File: config.mk
export PLATFORM = sky130hd
export DESIGN_NAME = debug_print_top
export DESIGN_NICKNAME = d
export VERILOG_FILES = /design/src/hw/print_pkg.sv /design/src/hw/char_stream_if.sv /design/src/hw/print_regs.sv /design/src/hw/print_formatter.sv /design/src/hw/uart_tx.sv /design/src/hw/debug_print_top.sv
export SDC_FILE = /design/constraint.sdc
export NUM_CORES = 1
export LEC_CHECK = 0
export BUFFER_PORTS_ARGS = -buffer_cell sky130_fd_sc_hd__buf_2
export CAP_MARGIN = 10
export CORE_AREA = 2 2 124 174
export DETAILED_ROUTE_END_ITERATION = 16
export DIE_AREA = 0 0 126 176
export PLACE_DENSITY = 0.5
export SYNTH_ARGS = -nofsm -noshare
export SYNTH_HDL_FRONTEND = slang
export SYNTH_HIERARCHICAL = 1
export SYNTH_SLANG_ARGS = --single-unit
File: constraint.sdc
create_clock -name clk -period 3.15 [get_ports clk]
set_input_delay 0.4725 -clock clk [delete_from_list [all_inputs] [get_ports clk]]
set_output_delay 0.4725 -clock clk [all_outputs]
set_load 0.02 [all_outputs]
File: src/hw/print_pkg.sv
package print_pkg;

    // register map, byte offsets on the 4-bit AXI address
    localparam logic [3:0] REG_BYTE   = 4'h0;  // write: print low byte raw
    localparam logic [3:0] REG_WORD   = 4'h4;  // write: print word as hex
    localparam logic [3:0] REG_STATUS = 4'h8;  // read: busy and sent count

    // AXI response codes
    localparam logic [1:0] RESP_OKAY   = 2'b00;
    localparam logic [1:0] RESP_SLVERR = 2'b10;

    // UART timing, kept short so simulation runs fast
    localparam int CLKS_PER_BIT = 4;
    localparam int BAUD_W       = $clog2(CLKS_PER_BIT);  // baud counter width

    // word print is XXXX_XXXX
    localparam int         WORD_CHARS = 9;
    localparam logic [7:0] UNDERSCORE = 8'h5F;  // '_'

    typedef enum logic {
        KIND_BYTE,  // one raw character
        KIND_WORD   // nine hex characters
    } print_kind_e;

    typedef enum logic [1:0] {
        FMT_IDLE,  // waiting for start
        FMT_EMIT,  // load next character
        FMT_WAIT   // character offered, waiting for rdy
    } fmt_state_e;

endpackage

File: src/hw/char_stream_if.sv
`timescale 1ns/1ps

interface char_stream_if;
    logic       vld;   // character offered
    logic       rdy;   // transmitter idle
    logic [7:0] data;  // ASCII or raw byte
    logic       last;  // final character of a print

    modport source (
        output vld,
        output data,
        output last,
        input  rdy
    );

    modport sink (
        input  vld,
        input  data,
        input  last,
        output rdy
    );
endinterface

File: src/hw/print_regs.sv
`timescale 1ns/1ps

module print_regs import print_pkg::*; (
    input  logic        clk,
    input  logic        rst,
    // write address and data
    input  logic [3:0]  awaddr,
    input  logic        awvalid,
    output logic        awready,
    input  logic [31:0] wdata,
    input  logic [3:0]  wstrb,
    input  logic        wvalid,
    output logic        wready,
    // write response
    output logic [1:0]  bresp,
    output logic        bvalid,
    input  logic        bready,
    // read address and data
    input  logic [3:0]  araddr,
    input  logic        arvalid,
    output logic        arready,
    output logic [31:0] rdata,
    output logic [1:0]  rresp,
    output logic        rvalid,
    input  logic        rready,
    // formatter side
    output logic        start,
    output print_kind_e kind,
    output logic [31:0] value,
    input  logic        done,
    input  logic [15:0] sent_count
);

    logic        wr_hs;    // address and data accepted this cycle
    logic        rd_hs;    // read address accepted this cycle
    logic        busy;     // a print is in progress
    logic        wr_ok;    // decoded write may start a print
    print_kind_e wr_kind;  // kind selected by the write offset

    assign wr_hs = awvalid && awready && wvalid && wready;
    assign rd_hs = arvalid && arready;

    // wstrb is not decoded, so a partial write still prints the full word
    always_comb begin
        wr_ok   = 1'b0;
        wr_kind = KIND_BYTE;
        case (awaddr)
            REG_BYTE: begin
                wr_ok   = !busy;
                wr_kind = KIND_BYTE;
            end
            REG_WORD: begin
                wr_ok   = !busy;
                wr_kind = KIND_WORD;
            end
            default: wr_ok = 1'b0;  // status and unmapped offsets
        endcase
    end

    // both ready lines pulse together, once per write
    always_ff @(posedge clk or posedge rst) begin
        if (rst) begin
            awready <= 1'b0;
        end else begin
            awready <= awvalid && wvalid && !awready && !bvalid;
        end
    end

    assign wready = awready;

    always_ff @(posedge clk or posedge rst) begin
        if (rst) begin
            bvalid <= 1'b0;
            start  <= 1'b0;
            busy   <= 1'b0;
        end else begin
            start <= wr_hs && wr_ok;  // one-cycle pulse
            if (wr_hs) begin
                bvalid <= 1'b1;
            end else if (bready) begin
                bvalid <= 1'b0;
            end
            if (wr_hs && wr_ok) begin
                busy <= 1'b1;
            end else if (done) begin
                busy <= 1'b0;
            end
        end
    end

    // response and print arguments
    always_ff @(posedge clk) begin
        if (wr_hs) begin
            bresp <= wr_ok ? RESP_OKAY : RESP_SLVERR;
            if (wr_ok) begin
                kind  <= wr_kind;
                value <= wdata;  // held until the next accepted print
            end
        end
    end

    // read channel
    always_ff @(posedge clk or posedge rst) begin
        if (rst) begin
            arready <= 1'b0;
            rvalid  <= 1'b0;
        end else begin
            arready <= arvalid && !arready && !rvalid;
            if (rd_hs) begin
                rvalid <= 1'b1;
            end else if (rready) begin
                rvalid <= 1'b0;
            end
        end
    end

    always_ff @(posedge clk) begin
        if (rd_hs) begin
            if (araddr == REG_STATUS) begin
                rdata <= {sent_count, 15'd0, busy};
                rresp <= RESP_OKAY;
            end else begin
                rdata <= 32'd0;
                rresp <= RESP_SLVERR;
            end
        end
    end

endmodule

File: src/hw/print_formatter.sv
`timescale 1ns/1ps

module print_formatter import print_pkg::*; (
    input  logic          clk,
    input  logic          rst,
    input  logic          start,
    input  print_kind_e   kind,
    input  logic [31:0]   value,
    output logic          done,
    char_stream_if.source chars
);

    fmt_state_e state;
    logic [3:0] idx;  // index of the character on the stream

    // nibble to upper-case ASCII hex
    function automatic logic [7:0] hex_ascii(input logic [3:0] nib);
        if (nib < 4'd10) begin
            return 8'h30 + {4'h0, nib};
        end
        return 8'h41 + {4'h0, nib} - 8'd10;
    endfunction

    // character at position i of a print
    function automatic logic [7:0] char_at(input print_kind_e k, input logic [31:0] v,
                                           input logic [3:0] i);
        logic [2:0] nib_pos;
        logic [3:0] nib;
        if (k == KIND_BYTE) begin
            return v[7:0];
        end
        if (i == 4'd4) begin
            return UNDERSCORE;
        end
        nib_pos = (i < 4'd4) ? 3'(4'd7 - i) : 3'(4'd8 - i);  // msb nibble first
        nib     = v[{nib_pos, 2'b00} +: 4];
        return hex_ascii(nib);
    endfunction

    function automatic logic is_last(input print_kind_e k, input logic [3:0] i);
        return (k == KIND_BYTE) || (i == 4'(WORD_CHARS - 1));
    endfunction

    // value and kind stay stable in print_regs while busy
    always_ff @(posedge clk or posedge rst) begin
        if (rst) begin
            state     <= FMT_IDLE;
            idx       <= 4'd0;
            chars.vld <= 1'b0;
            done      <= 1'b0;
        end else begin
            done <= 1'b0;
            case (state)
                FMT_IDLE: begin
                    if (start) begin
                        idx       <= 4'd0;
                        chars.vld <= 1'b1;  // first character right away
                        state     <= FMT_WAIT;
                    end
                end
                FMT_EMIT: begin
                    chars.vld <= 1'b1;
                    state     <= FMT_WAIT;
                end
                FMT_WAIT: begin
                    if (chars.rdy) begin
                        chars.vld <= 1'b0;
                        if (chars.last) begin
                            done  <= 1'b1;
                            state <= FMT_IDLE;
                        end else begin
                            idx   <= idx + 4'd1;
                            state <= FMT_EMIT;
                        end
                    end
                end
                default: state <= FMT_IDLE;
            endcase
        end
    end

    // character payload, loaded as the character is offered
    always_ff @(posedge clk) begin
        if (state == FMT_IDLE && start) begin
            chars.data <= char_at(kind, value, 4'd0);
            chars.last <= is_last(kind, 4'd0);
        end else if (state == FMT_EMIT) begin
            chars.data <= char_at(kind, value, idx);
            chars.last <= is_last(kind, idx);
        end
    end

endmodule

File: src/hw/uart_tx.sv
`timescale 1ns/1ps

module uart_tx import print_pkg::*; (
    input  logic        clk,
    input  logic        rst,
    char_stream_if.sink chars,
    output logic        tx,
    output logic [15:0] sent_count
);

    logic              active;    // frame on the line
    logic [BAUD_W-1:0] baud_cnt;  // clocks within the current bit
    logic [3:0]        bit_cnt;   // 0 start, 1..8 data, 9 stop
    logic [8:0]        shreg;     // data bits then stop bit
    logic              accept;

    assign chars.rdy = !active;
    assign accept    = chars.vld && chars.rdy;

    always_ff @(posedge clk or posedge rst) begin
        if (rst) begin
            tx         <= 1'b1;  // line idles high
            active     <= 1'b0;
            baud_cnt   <= '0;
            bit_cnt    <= 4'd0;
            sent_count <= 16'd0;
        end else if (accept) begin
            tx         <= 1'b0;  // start bit
            active     <= 1'b1;
            baud_cnt   <= '0;
            bit_cnt    <= 4'd0;
            sent_count <= sent_count + 16'd1;  // wraps
        end else if (active) begin
            if (baud_cnt == BAUD_W'(CLKS_PER_BIT - 1)) begin
                baud_cnt <= '0;
                if (bit_cnt == 4'd9) begin
                    active <= 1'b0;  // stop bit finished
                end else begin
                    tx      <= shreg[0];
                    bit_cnt <= bit_cnt + 4'd1;
                end
            end else begin
                baud_cnt <= baud_cnt + 1'b1;
            end
        end
    end

    // lsb first, stop bit shifts in behind the data
    always_ff @(posedge clk) begin
        if (accept) begin
            shreg <= {1'b1, chars.data};
        end else if (active && baud_cnt == BAUD_W'(CLKS_PER_BIT - 1)) begin
            shreg <= {1'b1, shreg[8:1]};
        end
    end

endmodule

File: src/hw/debug_print_top.sv
`timescale 1ns/1ps

module debug_print_top import print_pkg::*; (
    input  logic        clk,
    input  logic        rst,
    input  logic [3:0]  awaddr,
    input  logic        awvalid,
    output logic        awready,
    input  logic [31:0] wdata,
    input  logic [3:0]  wstrb,
    input  logic        wvalid,
    output logic        wready,
    output logic [1:0]  bresp,
    output logic        bvalid,
    input  logic        bready,
    input  logic [3:0]  araddr,
    input  logic        arvalid,
    output logic        arready,
    output logic [31:0] rdata,
    output logic [1:0]  rresp,
    output logic        rvalid,
    input  logic        rready,
    output logic        tx
);

    logic        start;
    print_kind_e kind;
    logic [31:0] value;
    logic        done;
    logic [15:0] sent_count;

    char_stream_if chars ();  // formatter to transmitter

    print_regs u_regs (
        .clk        (clk),
        .rst        (rst),
        .awaddr     (awaddr),
        .awvalid    (awvalid),
        .awready    (awready),
        .wdata      (wdata),
        .wstrb      (wstrb),
        .wvalid     (wvalid),
        .wready     (wready),
        .bresp      (bresp),
        .bvalid     (bvalid),
        .bready     (bready),
        .araddr     (araddr),
        .arvalid    (arvalid),
        .arready    (arready),
        .rdata      (rdata),
        .rresp      (rresp),
        .rvalid     (rvalid),
        .rready     (rready),
        .start      (start),
        .kind       (kind),
        .value      (value),
        .done       (done),
        .sent_count (sent_count)
    );

    print_formatter u_fmt (
        .clk   (clk),
        .rst   (rst),
        .start (start),
        .kind  (kind),
        .value (value),
        .done  (done),
        .chars (chars.source)
    );

    uart_tx u_tx (
        .clk        (clk),
        .rst        (rst),
        .chars      (chars.sink),
        .tx         (tx),
        .sent_count (sent_count)
    );

endmodule

-- Word level (Yosys, flattened, before mapping)
Cells that the tools add are included.
- register bits after elaboration: 124
- output and inout port bits: 42
- logic and storage cells: 161
- add/sub/neg operators: 12
- order comparisons: 3
- eq/ne operators: 12
- shift-type cells: 1
- multiplexer cells: 71
- bitwise logic cells: 1
- reductions and logical operators: 37
- operators with widths (operator ; count):
    $mux W8 ; 13
    $mux W1 ; 40
    $shiftx A32 B6 Y4 ; 1
    $mux W4 ; 7
    $add A16 B1 Y16 const B ; 1
    $add A7 B4 Y8 const A ; 2
    $reduce_bool A2 Y1 ; 8
    $sub A8 B4 Y8 const B ; 2
    $add A6 B4 Y7 const A ; 2
    $mux W2 ; 7
    $logic_and A1 B1 Y1 ; 13
    $eq A4 B4 Y1 const B ; 3
    $add A4 B1 Y4 const B ; 2
    $eq A4 B3 Y1 const B ; 2
    $lt A4 B4 Y1 const B ; 2
    $pmux W4 S2 ; 1
    $logic_not A1 Y1 ; 6
    $ne A2 B2 Y1 const B ; 3
    $pmux W2 S3 ; 1
    $reduce_and A3 Y1 ; 2
    $eq A2 B2 Y1 const B ; 2
    $logic_not A4 Y1 ; 1
    $lt A4 B3 Y1 const B ; 1
    $reduce_and A2 Y1 ; 2
    13 further kinds ; 13

-- Depth between registers and ports, before layout
Gate-level depths: netlist (run 1).
- word-level depth: 15
- mapped depth: 13

-- Modules after synthesis
Netlist (run 1), hierarchy kept.
- modules (own cells, without submodules) (module ; times used ; cells an instance ; area each (um2)):
    print_regs ; 1 ; 113 ; 2100.8
    print_formatter ; 1 ; 173 ; 1555.2
    uart_tx ; 1 ; 132 ; 1428.9

-- Worst setup path after synthesis (run 1)
OpenSTA, ideal clock, no wires.
- path kind: input to register
- start point: input awaddr[1]
- end point: register u_regs.kind (enable)
- library setup time: 0.424 ns
- data arrival time: 2.425 ns
- required time: 2.726 ns
- slack: 0.301 ns
- stages: 2
- cells stage by stage: or4_4 > nor2_1
- word-level cells in the longest chain between the ends: 4
- RTL lines (item ; RTL line ; text):
    from (decl) ; debug_print_top.sv:6 ; input logic [3:0] awaddr,
    $eq A4 B3 Y1 / $logic_not A4 Y1 (equally long branches) ; print_regs.sv:47 ; case (awaddr)
    $reduce_or A2 Y1 (no source line) (*) ; n/a ;
    $mux W1 (*) ; n/a ;
    $reduce_and A2 Y1 (no source line) (*) ; n/a ;
    to (signal assigned) ; print_regs.sv:96 ; kind <= wr_kind;
    to (decl) ; print_regs.sv:28 ; output print_kind_e kind,
Mark *: on every way between the ends. The rest lies on a longest branch, timed or not.
A chain may end at the register's enable or synchronous reset.

-- Final worst setup path (run 1)
- start point: register u_fmt.idx[0]
- end point: register u_fmt.chars.data[2], data pin
- word-level cells in the longest chain between the ends: 14
- RTL lines (item ; RTL line ; text):
    from (decl) ; print_formatter.sv:14 ; logic [3:0] idx;
    from (signal assigned) ; print_formatter.sv:72 ; idx <= idx + 4'd1;
    branches (longest 10 deep; another with $add A7 B4 Y8) ; n/a ;
    $mux W8 (*) ; print_formatter.sv:35 ; nib_pos = (i < 4'd4) ? 3'(4'd7 - i) : 3'(4'd8 - i);
    $mux W8 (*) ; print_formatter.sv:32 ; if (i == 4'd4) begin
    $mux W8 (*) ; print_formatter.sv:87 ; end else if (state == FMT_EMIT) begin
    $mux W8 (*) ; print_formatter.sv:84 ; if (state == FMT_IDLE && start) begin
    to (signal assigned) ; print_formatter.sv:85 ; chars.data <= char_at(kind, value, 4'd0);
    to (signal assigned) ; print_formatter.sv:88 ; chars.data <= char_at(kind, value, idx);
    to (decl) ; char_stream_if.sv:11 ; output data,
Mark *: on every way between the ends. The select of a mux whose other input is x is not followed.

==> results_dict.tcl, run 1 <==
set metrics [dict create \
    cts.sinks 107 \
    worstPathRequired_ns 3.22 \
    placed_area_mm2 0.00563 \
    synth_edf_count 69 \
    r2r_start "u_fmt/idx[0]" \
    io_pins 93 \
    crit_chain "inv_1, ha_1, o21ai_0, o21ai_2, mux4_2, o2bb2ai_4, inv_4, ha_1, nor2b_1, mux2i_1, o221ai_1" \
    synth_area_per_cell_um2 12.2 \
    cp_max_fo 10 \
    cts.path.max_buffers 2 \
    powerDensity_mw_per_mm2 474 \
    portBuffers 71 \
    dp_hpwl_um 7310 \
    yosysSeqAreaShare_pct 59.5 \
    ys_warn_count 6 \
    wl_per_cell_um 12.8 \
    routabilityCongestion 0.816 \
    grt_max_degree 35 \
    worst_ep_arrival_time_ns 2.97 \
    worst_pin_slew_ns 0.921 \
    cts.reportedPaths.clkPinSlew_ns 0.07 \
    grt_pass1_vias 3207 \
    holdBufCountCts 0 \
    via_per_inst 4.30 \
    r2r-end "u_fmt/chars.data[2]" \
    synth.distinct_cells 63 \
    nets 548 \
    synth_cells 418 \
    vias 3228 \
    cts_resized 0 \
    post-route-cell-area_mm2 0.00596 \
    drtPass1Iterations 4 \
    instances_no_fill 750 \
    synth-main-ff-cell "edfxtp_1" \
    vdd_drop_max_mv 0.316 \
    synthArstFlopShare_pct 35.5 \
    synth_top_cell_by_area "edfxtp_1" \
    slew_headroom_pct 38.5 \
    fmaxAchievable_mhz 345 \
    numCtsBuffers 9 \
    synth_common_cells "edfxtp_1 (69), nand2_1 (50), dfrtp_1 (37), inv_1 (25), nor2_1 (22)" \
    netlist_area_mm2 0.00508 \
    die-area_mm2 0.0222 \
    grt.total_usage_pct 8.82 \
    layout-drive-gt1-share_pct 25.3 \
    ant_nets 0 \
    rsz0062_at_grt "no" \
    diodes 0 \
    rows 62 \
    hp-class "input port to asynchronous set/reset pin" \
    fin_util_pct 29.1 \
    worst_setup_path_end_kind "register" \
    path_class "register to register" \
    setup.worst_path.start_class "register" \
    cts-root-buf "clkbuf_16" \
    cts_setup_buffers 0 \
    fin_crit_ns 2.89 \
    finClkSkew_ns 0.00756 \
    synth_most_common_cell "edfxtp_1" \
    overflow 0 \
    drt_wl_total_um 9580 \
    cap_violations 0 \
    p_leak_nw 2.41 \
    dpl.cell_count 734 \
    die_h_um 176 \
    clk_latency_ns 0.35 \
    max_stage_delay_ns 0.49 \
    hold_viol 0 \
    dieWidth_um 126 \
    h-tree-depth 3 \
    maxSlewViolCount 0 \
    setup_tns_ns 0 \
    syn2layout_area_growth_pct 17.2 \
    ff2ff_path_depth 11 \
    drc 0 \
    cp_slowest_cell "ha_1" \
    grt_pass1_wl_um 15500 \
    cp_common_cell "ha_1" \
    antenna_found_initial 0 \
    setup_violations 0 \
    ys_ff_latch 107 \
    status "completed" \
    yosys.area.top_type_share_pct 40.7 \
    start_util_pct 24.8 \
    finalCritPeriodShare_pct 91.9 \
    drt_iter0_drc 145 \
    placeableCoreArea_mm2 0.0205 \
    synth_area_leaders "edfxtp_1 (41%), dfrtp_1 (18%), nand2_1 (3.7%), xnor2_1 (3.1%), buf_4 (2.7%)" \
    r2r_slack_ns 0.26 \
    cts_tree "built" \
]
## cell usage in the layout (no fill, tap or decap), types with 2 or more instances in the layout
cell type and instances:
xnor2_1 18, inv_1 25, and2_1 7, buf_2 71, nor3b_1 3, nand3_1 8, xor2_1 4, conb_1 17
o21ai_0 12, inv_6 2, o21bai_1 3, edfxtp_1 69, nor2b_1 7, a21oi_1 15, nor3_1 4, o31ai_1 5
o21a_1 3, o21ai_1 3, ha_1 8, a31oi_1 2, and2_2 13, nor2_2 2, buf_4 3, nand3b_1 2
a211oi_1 4, nand4_1 5, dfrtp_1 37, o221a_1 2, mux4_2 4, and3_1 4, nand2_1 50, nand2b_1 5
o211ai_1 4, o221ai_1 5, nor2_1 21, clkbuf_16 9, mux2i_1 2, bufinv_16 2, o22ai_1 6
## critical path, delay by kind of cell, from the launching register on
kind | cells | cell delay, ns
muxes | 2 | 0.63
DFF | 1 | 0.36
adders and majority gates | 2 | 0.65
AOI/OAI and AO/OA | 4 | 0.62
and+or+nand+nor | 1 | 0.17
buffers and inverters | 2 | 0.20
## power by group
| part | total [mW] | leakage [nW] | internal [mW] | switching (mW) |
|---|---|---|---|---|
| combinational | 0.102 | 1.12 | 0.0336 | 0.0684 |
| sequential | 1.51 | 1.13 | 1.51 | 0.00517 |
| clock | 1.21 | 0.156 | 0.702 | 0.511 |
| total | 2.83 | 2.41 | 2.24 | 0.585 |
## area by class of cell
class	count	area, µm²
inverters	26	100
clock inverters	7	98.8
flip-flops and latches	107	3020
clock buffers	9	225
well taps	256	320
fillers	2149	14500
multi-input cells	271	1810
repair buffers	74	378
## layer usage
metal / vias up / track usage (%) / routed length [µm]
met5: - / 0 / 0
met1: 1516 / 9.50 / 3830
met2: 91 / 15.7 / 5010
met4: 0 / 3.75 / 235
li1: 1603 / - / -
met3: 18 / 3.00 / 505
## flip-flops by register name, summed over array words and instances (netlist names), 2 cells and up
register          cells
u_regs/rdata         17
u_tx/shreg            8
u_regs/value         32
u_fmt/state           2
u_tx/bit_cnt          4
u_tx/baud_cnt         2
u_fmt/idx             4
u_fmt/chars.data      8
u_tx/sent_count      16
## metrics by stage
step / worst slack, ns / power, mW / hold WS [ns]
after floorplan: 0.301 / 1.61 / 0.263
after global placement: 0.368 / 1.64 / 0.434
after detailed placement: 0.276 / 1.65 / 0.432
after CTS: 0.251 / 2.88 / 0.0484
after global routing: 0.100 / 2.97 / 0.0645
final: 0.255 / 2.83 / 0.0555
## logic make-up after synthesis
kind of cell	after synthesis	synth area share, %
xor+xnor	22	3.79
other cells	1	0.0737
compound gates	74	10.9
flops	107	59.5
simple gates	144	15.5
mux	6	2.17
fa+ha+maj	8	1.97
buf+inv	56	6.15
## worst max-delay path by stage
stage / from / endpoint / slack (ns) / cells past startpoint
3_3_place_gp: u_fmt/idx[2] / u_fmt/chars.data[2] / 0.37 / 9
2_1_floorplan: awaddr[1] / u_regs/kind / 0.30 / 2
4_1_cts: u_fmt/idx[0] / u_fmt/chars.data[2] / 0.25 / 11
5_1_grt: u_fmt/idx[0] / u_fmt/chars.data[2] / 0.10 / 10
6_report: u_fmt/idx[0] / u_fmt/chars.data[2] / 0.26 / 11
3_5_place_dp: u_fmt/idx[0] / u_fmt/chars.data[2] / 0.28 / 11
No activity file was read; power rests on OpenSTA's default activity.
==> run 2, diff against run 1 <==
- PLACE_DENSITY: 0.5 -> 0.53
==> run 2 against run 1 <==
  * Worst hold slack got worse by 0.0043 ns
  * First-iteration DRC count down 14%
  * Final cell count stayed put
  * Die area unchanged
  * Count of clock-buffer cells in the layout stayed put
  * Cell area decreased by 0.65%
  * Worst setup slack improved by 0.052 ns
  * Clock power is 11% lower
  * Flip-flop and latch count did not move
  * Global-route usage is essentially flat
  * Maximum frequency grew 1.8%
  * Critical path type unchanged
==> results_dict.tcl, run 2 (synthesis results as in run 1) <==
set metrics [dict create \
    status "completed" \
    grt_max_degree 35 \
    die-area_mm2 0.0222 \
    holdBufCountCts 0 \
    switching_share_pct 22.5 \
    diodes 0 \
    p_leak_nw 2.39 \
    setup_tns_ns 0 \
    clk_latency_ns 0.35 \
    final_common_cell "buf_2" \
    maxSlewViolCount 0 \
    cts.sinks 107 \
    portBuffers 71 \
    hold_viol 0 \
    power_frac_comb_pct 3.8 \
    reg_top3 "u_regs/value: 32 flops, u_regs/rdata: 17 flops, u_tx/sent_count: 16 flops" \
    regArea_mm2 0.00302 \
    cts-root-buf "clkbuf_16" \
    drt_wl_total_um 9490 \
    worst_setup_path_end_kind "register" \
    nFillCells 2161 \
    finClkSkew_ns 0.00491 \
    setup.worst_path.start_class "register" \
    fmaxAchievable_mhz 352 \
    syn2layout_area_growth_pct 16.4 \
    holdWs_ns 0.0512 \
    cts_resized 0 \
    placeableCoreArea_mm2 0.0205 \
    antenna_found_initial 0 \
    pwr-share-seq_pct 56.0 \
    post-route-cell-area_mm2 0.00592 \
    total_power_mw 2.70 \
    drt_iter0_drc 124 \
    start_util_pct 24.8 \
    slew_headroom_pct 37.2 \
    dp_hpwl_um 7130 \
    vias 3225 \
    path_class "register to register" \
    cp_max_fo 10 \
    multi_input_area_mm2 0.00181 \
    drc 0 \
    die_h_um 176 \
    numCtsBuffers 9 \
    worst_pin_slew_ns 0.941 \
    grt.total_usage_pct 8.78 \
    worstPathRequired_ns 3.23 \
    layout-drive-gt1-share_pct 25.3 \
    cts_setup_buffers 0 \
    drtPass1Iterations 4 \
    rows 62 \
    via_per_inst 4.30 \
    largest-register "u_regs/value" \
    ant_nets 0 \
    placed_area_mm2 0.00563 \
    fin_crit_ns 2.84 \
    finalCritPeriodShare_pct 90.2 \
    nets 548 \
    h-tree-depth 3 \
    grt_pass1_wl_um 15600 \
    cts.reportedPaths.clkPinSlew_ns 0.07 \
    overflow 0 \
    dieWidth_um 126 \
    vdd_drop_max_mv 0.266 \
    cts.path.max_buffers 2 \
    grt_pass1_vias 3201 \
    cts_tree "built" \
    routabilityCongestion 0.841 \
    final_cell_mix "buf_2 (71), edfxtp_1 (69), nand2_1 (50)" \
    largest_register_ff_count 32 \
    rsz0062_at_grt "no" \
    setup_violations 0 \
    hp-class "input port to asynchronous set/reset pin" \
    power.switching_mw 0.608 \
    wl_per_cell_um 12.7 \
    power.internal_mw 2.09 \
    clkPwrFrac_pct 40.2 \
    r2r_start "u_fmt/idx[0]" \
    powerDensity_mw_per_mm2 456 \
    cap_violations 0 \
    io_pins 93 \
    critPathLaunch "u_fmt/idx[0]" \
    worst_ep_arrival_time_ns 2.92 \
]
[run 2: path summary, 6_finish.rpt]
kind                       slack (ns)  cells past startpoint                  end
hold / removal                   0.05                      2        u_regs/rvalid
min in group clk                 0.29                      1     u_regs/value[30]
hold reg to reg                  0.45                      1          u_regs/busy
setup / recovery                 0.31                     10  u_fmt/chars.data[2]
setup reg to reg                 0.31                     10  u_fmt/chars.data[2]
max in group asynchronous        2.22                      2      u_tx/bit_cnt[3]
[run 2: per-layer routing]
layer	GRT usage, %	wire length, µm	vias up
li1	-	-	1600
met1	9.78	3800	1524
met2	15.7	4980	82
met3	2.06	466	19
met4	4.30	244	0
met5	0	0	-
[run 2: per-stage QoR]
stage,setup WS [ns],utilization (%),std cells
2_1_floorplan,0.301,-,434
3_3_place_gp,0.368,27.5,734
3_5_place_dp,0.340,27.5,734
4_1_cts,0.309,28.9,750
5_1_grt,0.0880,28.9,750
6_report,0.308,28.9,750
[run 2: final cells by class]
type | instances | area share, %
Multi-Input combinational cell | 271 | 30.6
Sequential cell | 107 | 51.1
Timing Repair Buffer | 74 | 6.38
Clock inverter | 7 | 1.01
Inverter | 26 | 1.69
Clock buffer | 9 | 3.81
Tap cell | 256 | 5.41
[run 2: power groups by stage]
stage | sequential [mW] | combinational, mW | clock, mW
final | 1.51 | 0.103 | 1.08
after global routing | 1.51 | 0.114 | 1.19
after CTS | 1.51 | 0.105 | 1.14
after global placement | 1.54 | 0.103 | 0
after floorplan | 1.56 | 0.0559 | 0
after detailed placement | 1.54 | 0.105 | 0
[run 2: worst max-delay path, cell delays in order (launching register included)]
cell and delay (ns):
dfrtp_1 0.35, inv_1 0.12, ha_1 0.49, o21ai_0 0.18, o21ai_2 0.15, mux4_2 0.34, a21oi_1 0.24, ha_1 0.21
nor2b_1 0.16, mux2i_1 0.21, o221ai_1 0.12
